$ cat src/mul_pkg.sv
//////////////////////////////////////////////////
// Shared types and widths for the multiply unit
// Widths are fixed by a 32-bit RISC-V integer datapath
// State encoding is relied on by the bound assertions
//////////////////////////////////////////////////

package mul_pkg;

  //////////////////////////////////////////////////
  // Widths
  //////////////////////////////////////////////////

  // Operand and result width
  localparam int unsigned XLEN   = 32;
  // Halfword plus sign bit
  localparam int unsigned HALF_W = 17;
  // Accumulator holds one shifted partial sum
  localparam int unsigned ACC_W  = 33;
  // Product and adder width
  localparam int unsigned PROD_W = 34;

  //////////////////////////////////////////////////
  // Encodings
  //////////////////////////////////////////////////

  // Operation select
  typedef enum logic {
    MUL_M32 = 1'b0,  // low word, single cycle
    MUL_H   = 1'b1   // high word, four steps
  } mul_opcode_e;

  // MULH step, named after the halves multiplied
  typedef enum logic [1:0] {
    MUL_ALBL = 2'b00,
    MUL_ALBH = 2'b01,
    MUL_AHBL = 2'b10,
    MUL_AHBH = 2'b11
  } mul_state_e;

endpackage

$ cat src/mul_step_if.sv
//////////////////////////////////////////////////
// Per-cycle step controls from the sequencer
// All signals are combinational and valid in the same cycle
//////////////////////////////////////////////////

`timescale 1ns/1ps

interface mul_step_if;

  // Halfword selects for the operand mux
  logic sel_a_hi;
  logic sel_b_hi;

  // Accumulator controls
  logic shift;
  logic acc_load;
  logic acc_clear;

  // Sequencer side
  modport ctrl (output sel_a_hi, sel_b_hi, shift, acc_load, acc_clear);

  // Operand select side
  modport opsel (input sel_a_hi, sel_b_hi);

  // Accumulator side
  modport acc (input shift, acc_load, acc_clear);

endinterface

$ cat src/mul_ctrl.sv
//////////////////////////////////////////////////
// MULH sequencer and strobe decode
// Operands must stay stable until ready_o is seen
// kill_i wins over halt_i, halt_i freezes all state
// MUL never leaves MUL_ALBL
//////////////////////////////////////////////////

`timescale 1ns/1ps

module mul_ctrl (
  input  logic                clk,
  input  logic                rst_n,
  input  logic                valid_i,
  input  logic                halt_i,
  input  logic                kill_i,
  input  logic                ready_i,
  input  mul_pkg::mul_opcode_e operator_i,
  output logic                ready_o,
  output logic                valid_o,
  mul_step_if.ctrl            step
);

  // Step state
  mul_pkg::mul_state_e state_q;
  mul_pkg::mul_state_e state_d;

  // Register enable, advance or abort
  logic update;

  // Local copies of the step controls
  logic sel_a_hi;
  logic sel_b_hi;
  logic shift;
  logic acc_load;
  logic acc_clear;

  assign update = (valid_i && !halt_i) || kill_i;

  //////////////////////////////////////////////////
  // Step and strobe decode
  //////////////////////////////////////////////////

  always_comb begin
    state_d   = state_q;
    valid_o   = 1'b0;
    ready_o   = 1'b0;
    sel_a_hi  = 1'b0;
    sel_b_hi  = 1'b0;
    shift     = 1'b0;
    acc_load  = 1'b0;
    acc_clear = 1'b0;

    // Assumes valid_i high, halt_i and kill_i low
    case (state_q)
      mul_pkg::MUL_ALBL: begin
        if (operator_i == mul_pkg::MUL_H) begin
          // First partial product, shifted down
          shift    = 1'b1;
          acc_load = 1'b1;
          state_d  = mul_pkg::MUL_ALBH;
        end else begin
          // Low word is ready right away
          valid_o = 1'b1;
          ready_o = ready_i;
        end
      end
      mul_pkg::MUL_ALBH: begin
        sel_b_hi = 1'b1;
        acc_load = 1'b1;
        state_d  = mul_pkg::MUL_AHBL;
      end
      mul_pkg::MUL_AHBL: begin
        sel_a_hi = 1'b1;
        shift    = 1'b1;
        acc_load = 1'b1;
        state_d  = mul_pkg::MUL_AHBH;
      end
      mul_pkg::MUL_AHBH: begin
        // Final sum drives the result, held under back-pressure
        sel_a_hi = 1'b1;
        sel_b_hi = 1'b1;
        valid_o  = 1'b1;
        if (ready_i) begin
          ready_o   = 1'b1;
          acc_clear = 1'b1;
          state_d   = mul_pkg::MUL_ALBL;
        end
      end
      default: state_d = mul_pkg::MUL_ALBL;
    endcase

    // Idle or abort, back to the first step
    if (!valid_i || kill_i) begin
      state_d   = mul_pkg::MUL_ALBL;
      valid_o   = 1'b0;
      ready_o   = 1'b1;
      sel_a_hi  = 1'b0;
      sel_b_hi  = 1'b0;
      shift     = 1'b0;
      acc_load  = 1'b0;
      acc_clear = 1'b1;
    end else if (halt_i) begin
      // Frozen, nothing moves
      state_d   = state_q;
      valid_o   = 1'b0;
      ready_o   = 1'b0;
      acc_load  = 1'b0;
      acc_clear = 1'b0;
    end
  end

  assign step.sel_a_hi  = sel_a_hi;
  assign step.sel_b_hi  = sel_b_hi;
  assign step.shift     = shift;
  assign step.acc_load  = acc_load;
  assign step.acc_clear = acc_clear;

  // State register
  always_ff @(posedge clk or negedge rst_n) begin
    if (!rst_n) begin
      state_q <= mul_pkg::MUL_ALBL;
    end else if (update) begin
      state_q <= state_d;
    end
  end

endmodule

$ cat src/mul_operand_sel.sv
//////////////////////////////////////////////////
// Multiplier operand select
// Low halves are unsigned, high halves follow signed_mode_i
// MUL bypasses the halfword path
//////////////////////////////////////////////////

`timescale 1ns/1ps

module mul_operand_sel (
  input  mul_pkg::mul_opcode_e       operator_i,
  input  logic [1:0]                 signed_mode_i,
  input  logic [mul_pkg::XLEN-1:0]   op_a_i,
  input  logic [mul_pkg::XLEN-1:0]   op_b_i,
  mul_step_if.opsel                  step,
  output logic [mul_pkg::XLEN-1:0]   mul_a_o,
  output logic [mul_pkg::XLEN-1:0]   mul_b_o
);

  // Halves with their 17th bit
  logic [mul_pkg::HALF_W-1:0] a_lo;
  logic [mul_pkg::HALF_W-1:0] a_hi;
  logic [mul_pkg::HALF_W-1:0] b_lo;
  logic [mul_pkg::HALF_W-1:0] b_hi;

  // Halves chosen for this step
  logic [mul_pkg::HALF_W-1:0] half_a;
  logic [mul_pkg::HALF_W-1:0] half_b;

  // Lower halfwords always zero-extended
  assign a_lo = {1'b0, op_a_i[15:0]};
  assign b_lo = {1'b0, op_b_i[15:0]};

  // Bit 0 signs operand a, bit 1 signs operand b
  assign a_hi = {signed_mode_i[0] & op_a_i[31], op_a_i[31:16]};
  assign b_hi = {signed_mode_i[1] & op_b_i[31], op_b_i[31:16]};

  assign half_a = step.sel_a_hi ? a_hi : a_lo;
  assign half_b = step.sel_b_hi ? b_hi : b_lo;

  // Full operands for MUL, sign-extended halves otherwise
  assign mul_a_o = (operator_i == mul_pkg::MUL_M32) ? op_a_i :
                   {{(mul_pkg::XLEN - mul_pkg::HALF_W){half_a[mul_pkg::HALF_W-1]}}, half_a};
  assign mul_b_o = (operator_i == mul_pkg::MUL_M32) ? op_b_i :
                   {{(mul_pkg::XLEN - mul_pkg::HALF_W){half_b[mul_pkg::HALF_W-1]}}, half_b};

endmodule

$ cat src/mul_accum.sv
//////////////////////////////////////////////////
// Signed multiplier, adder and MULH accumulator
// Accumulator must be zero whenever MUL is issued
// acc_clear wins over acc_load
//////////////////////////////////////////////////

`timescale 1ns/1ps

module mul_accum (
  input  logic                       clk,
  input  logic                       rst_n,
  input  logic [mul_pkg::XLEN-1:0]   mul_a_i,
  input  logic [mul_pkg::XLEN-1:0]   mul_b_i,
  mul_step_if.acc                    step,
  output logic [mul_pkg::XLEN-1:0]   result_o
);

  // Sign-extended operands
  logic signed [mul_pkg::PROD_W-1:0] a_ext;
  logic signed [mul_pkg::PROD_W-1:0] b_ext;

  // Product, sum and shifted sum
  logic signed [mul_pkg::PROD_W-1:0] product;
  logic signed [mul_pkg::PROD_W-1:0] sum;
  logic signed [mul_pkg::PROD_W-1:0] sum_shifted;

  // Accumulator
  logic [mul_pkg::ACC_W-1:0] acc_q;
  logic [mul_pkg::ACC_W-1:0] acc_d;

  assign a_ext = {{(mul_pkg::PROD_W - mul_pkg::XLEN){mul_a_i[mul_pkg::XLEN-1]}}, mul_a_i};
  assign b_ext = {{(mul_pkg::PROD_W - mul_pkg::XLEN){mul_b_i[mul_pkg::XLEN-1]}}, mul_b_i};

  // Low 34 bits of the signed product
  assign product = a_ext * b_ext;

  // 34-bit adder, accumulator sign-extended by one bit
  assign sum = product + $signed({acc_q[mul_pkg::ACC_W-1], acc_q});

  // Drop one halfword for the next partial product
  assign sum_shifted = sum >>> (mul_pkg::HALF_W - 1);

  assign acc_d = step.shift ? sum_shifted[mul_pkg::ACC_W-1:0] : sum[mul_pkg::ACC_W-1:0];

  // Low word for MUL, high word after the last MULH step
  assign result_o = sum[mul_pkg::XLEN-1:0];

  //////////////////////////////////////////////////
  // Accumulator register
  //////////////////////////////////////////////////

  always_ff @(posedge clk or negedge rst_n) begin
    if (!rst_n) begin
      acc_q <= '0;
    end else if (step.acc_clear) begin
      acc_q <= '0;
    end else if (step.acc_load) begin
      acc_q <= acc_d;
    end
  end

endmodule

$ cat src/mul_top.sv
//////////////////////////////////////////////////
// Integer multiply unit top level
// MUL in one cycle, MULH/MULHSU/MULHU in four steps
// Issuing stage holds inputs until ready_o is seen
// No cycles are added at this level
//////////////////////////////////////////////////

`timescale 1ns/1ps

module mul_top (
  input  logic                       clk,
  input  logic                       rst_n,
  input  logic                       valid_i,
  input  logic                       halt_i,
  input  logic                       kill_i,
  input  logic                       ready_i,
  input  mul_pkg::mul_opcode_e       operator_i,
  input  logic [1:0]                 signed_mode_i,
  input  logic [mul_pkg::XLEN-1:0]   op_a_i,
  input  logic [mul_pkg::XLEN-1:0]   op_b_i,
  output logic [mul_pkg::XLEN-1:0]   result_o,
  output logic                       ready_o,
  output logic                       valid_o
);

  // Multiplier operands after select
  logic [mul_pkg::XLEN-1:0] mul_a;
  logic [mul_pkg::XLEN-1:0] mul_b;

  // Step controls shared by the datapath
  mul_step_if step_if ();

  // Sequencer and strobes
  mul_ctrl mul_ctrl_inst (
    .clk        (clk),
    .rst_n      (rst_n),
    .valid_i    (valid_i),
    .halt_i     (halt_i),
    .kill_i     (kill_i),
    .ready_i    (ready_i),
    .operator_i (operator_i),
    .ready_o    (ready_o),
    .valid_o    (valid_o),
    .step       (step_if)
  );

  // Halfword split and extension
  mul_operand_sel mul_operand_sel_inst (
    .operator_i    (operator_i),
    .signed_mode_i (signed_mode_i),
    .op_a_i        (op_a_i),
    .op_b_i        (op_b_i),
    .step          (step_if),
    .mul_a_o       (mul_a),
    .mul_b_o       (mul_b)
  );

  // Multiply, add and accumulate
  mul_accum mul_accum_inst (
    .clk      (clk),
    .rst_n    (rst_n),
    .mul_a_i  (mul_a),
    .mul_b_i  (mul_b),
    .step     (step_if),
    .result_o (result_o)
  );

endmodule

$ cat config.mk
export PLATFORM = sky130hd
export DESIGN_NAME = mul_top
export DESIGN_NICKNAME = d
export VERILOG_FILES = /design/src/mul_pkg.sv /design/src/mul_step_if.sv /design/src/mul_ctrl.sv /design/src/mul_operand_sel.sv /design/src/mul_accum.sv /design/src/mul_top.sv
export SDC_FILE = /design/constraint.sdc
export NUM_CORES = 2
export LEC_CHECK = 0
export ABC_AREA = 1
export CAP_MARGIN = 20
export CORE_MARGIN = 2
export CORE_UTILIZATION = 50
export CTS_CLUSTER_SIZE = 24
export DETAILED_ROUTE_END_ITERATION = 16
export DONT_BUFFER_PORTS = 1
export GPL_TIMING_DRIVEN = 1
export PLACE_DENSITY = 0.67
export REMOVE_ABC_BUFFERS = 1
export SLEW_MARGIN = 30
export SYNTH_ARGS = -nofsm -noshare
export SYNTH_HDL_FRONTEND = slang
export SYNTH_SLANG_ARGS = --single-unit
$ cat constraint.sdc
create_clock -name clk -period 13.2 [get_ports clk]
set_clock_uncertainty 0.15 [all_clocks]
set_input_delay 1.98 -clock clk [delete_from_list [all_inputs] [get_ports clk]]
set_output_delay 1.98 -clock clk [all_outputs]
set_load 0.005 [all_outputs]
==> impl_metrics.csv <==
group,metric,value,unit
status,outcome,"finished clean",
yosys,synth.most_common_cell,"inv_1",
setup_path,reg2reg_depth,37,
drt,dr.first_iter.drc_count,1684,
floorplanning,die_h,212,microns
setup_path,critPathMaxFanout,23,
clock_network,cts_setup_buffers,0,
setup_path,worst_path_largest_cell_delay,570,ps
clock_network,cts_resized,0,
clock_network,clk_pin_slew,60,ps
final_layout,nets,3471,
global_routing,antenna_found_initial,4,
global_routing,gr-total-overflow,0,
drt,drc,0,
setup_path,crit_buf_inv,11,
place,dp.cells,3276,
place,pre_cts_ws,663,ps
final_layout,area_delta_synth_final,4.16,%
setup_path,worst_r2r_startpoint,"mul_ctrl_inst.state_q[1]",
drt,ant_nets,0,
floorplanning,initial_core_util,50.4,%
yosys,synthTopCellsByArea,"fa_1 47%, inv_1 13%, ha_1 9.3%",
global_routing,grt_start_max_net_pins,59,
floorplanning,die_w,212,microns
clock_network,cts_root_buf,"clkbuf_16",
floorplanning,io_pins,107,
yosys,ys.flop_type,"dfrtp_1",
place,dpl.hpwl,60000,microns
setup_path,path_class,"in2out",
yosys,ys_ff_latch,35,
drt,vias,18100,
worst_hold_path,hold_path_depth,2,
floorplanning,placementRows,76,
sta,worst_slack,504,ps
clock_network,clock_path_buffers,2,
clock_network,cts_tree,"built",
sta,max_slew.worst_pin.slew,1030,ps
place,gp_congestion,0.980,
setup_path,crit_required,11070,ps
final_layout,stdcell_count,3286,
setup_path,crit_family,"adder cells",
worst_hold_path,hp-class,"reg2reg",
global_routing,grt_usage,33.6,%
sta,min_period_over_period,96.2,%
sta,fmax,0.0788,GHz
setup_path,worst_path_max_delay_cell,"nand3_2",
yosys,synth.largest_area_cell,"fa_1",
clock_network,numClockSinks,35,
setup_path,r2r_setup_slack,3420,ps
global_routing,grt_pass1_wl,112000,microns
setup_path,crit_path_start_kind,"primary input",
sta,slew_violations,0,
place,port_buffers,0,
flow_run,maxCapViolations,0,
yosys,synth_edf_count,0,
sta,tns,0,ps
sta,setup_violations,0,
setup_path,path_depth,33,
setup_path,cp-end-kind,"output pin",
clock_network,cts_buffers,5,
floorplanning,core-area,42800,sq um
clock_network,hold_buffers,0,
drt,routedWlPerCell,21.8,microns
sta,finalHoldViolCount,0,
yosys,syn_avg_cell_area,7.80,sq um
setup_path,reg2reg_to,"mul_accum_inst.acc_q[8]",
floorplanning,die-area,44800,sq um
setup_path,arrival,10570,ps
yosys,syn-cell-area,21600,sq um
yosys,ys_seq_area_share,4.06,%
yosys,synth_top_area_share,46.5,%
clock_network,htree_levels,2,
worst_hold_path,whs_endpoint,"mul_accum_inst.acc_q[25]",
clock_network,worst_skew_pair.late_latency,280,ps
drt,viasPerCell,5.51,
yosys,syn_inst,2764,
final_layout,drive_gt1_share,4.27,%
worst_hold_path,worstHoldStart,"mul_accum_inst.acc_q[25]",
yosys,synthTopCellsByCount,"731 x inv_1, 517 x nand2_1, 501 x fa_1",
sta,finalCriticalPeriod,12700,ps
drt,wirelength,71700,microns
drt,dr.pass1.iters,8,
sta,max_slew_margin,30.6,%
yosys,yosysWarnings,0,
yosys,synth_cell_types,48,
setup_path,cp_common_cell,"inv_1",
global_routing,first_global_vias,19300,
final_layout,final_util,52.5,%
yosys,async_flop_share,100,%
sta,rsz0062_at_grt,"no",
==> through the flow <==
step / cell area, sq um / hold WS, ps
final: 22400 / 337
after global routing: 22400 / 352
after CTS: 22400 / 342
after detailed placement: 22300 / 322
after global placement: 22300 / 319
after floorplan: 21200 / 299
==> layout by cell type, fill, tap and decap left out, drive strengths merged, types with 26 or more instances in the layout <==
cell type and n:
dfrtp 35, o21ai 97, fa 501, inv 744, xor2 26, buf 52
ha 160, nor2 400, nand2 528, nand3 62, a21oi 45
==> cells by family (layout without fill, tap and decap cells) <==
family	count (synthesis)	count (layout)	synth area share, %
xor+xnor	41	41	1.74
simple gates	1018	1018	18.8
compound gates	170	170	4.67
flops	35	35	4.06
other cells	0	3	0
fa+ha+maj	661	661	55.8
buf+inv	839	812	14.9
==> how the worst max path moves through the flow <==
stage / start / endpoint / slack (ps)
final: valid_i / result_o[24] / 500
after detailed placement: valid_i / result_o[24] / 660
after global placement: valid_i / result_o[24] / 700
after global routing: valid_i / result_o[24] / 40
after CTS: valid_i / result_o[24] / 620
after floorplan: valid_i / result_o[31] / 1850
==> tightest hold or removal path, delay by kind of cell (launching register included) <==
kind          cells  cell delay (ps)
flops             1              340
simple gates      2              110
==> registers in the layout (all words and copies together), names as in the netlist <==
name and count:
mul_accum_inst.acc_q 33, mul_ctrl_inst.state_q 2
==> metal layers <==
layer / track usage, % / vias to the layer above / routed length [microns]
met2: 51.5 / 1011 / 31100
met4: 15.3 / 4 / 4130
met5: 0 / - / 27
met3: 8.96 / 220 / 8120
li1: - / 7860 / -
met1: 44.8 / 9006 / 28300
==> final cells by class <==
| class | instances | area (sq um) |
|---|---|---|
| Antenna cell | 3 | 7.51 |
| Tap cell | 546 | 683 |
| Multi-Input combinational cell | 1890 | 17500 |
| Clock buffer | 6 | 129 |
| Sequential cell | 35 | 876 |
| Fill cell | 4158 | 20300 |
| Inverter | 753 | 2830 |
| Clock inverter | 1 | 30.0 |
| Timing Repair Buffer | 52 | 403 |
Power is not shown: default switching activity piles up to over one toggle a cycle in this logic, so the estimate is an artifact.
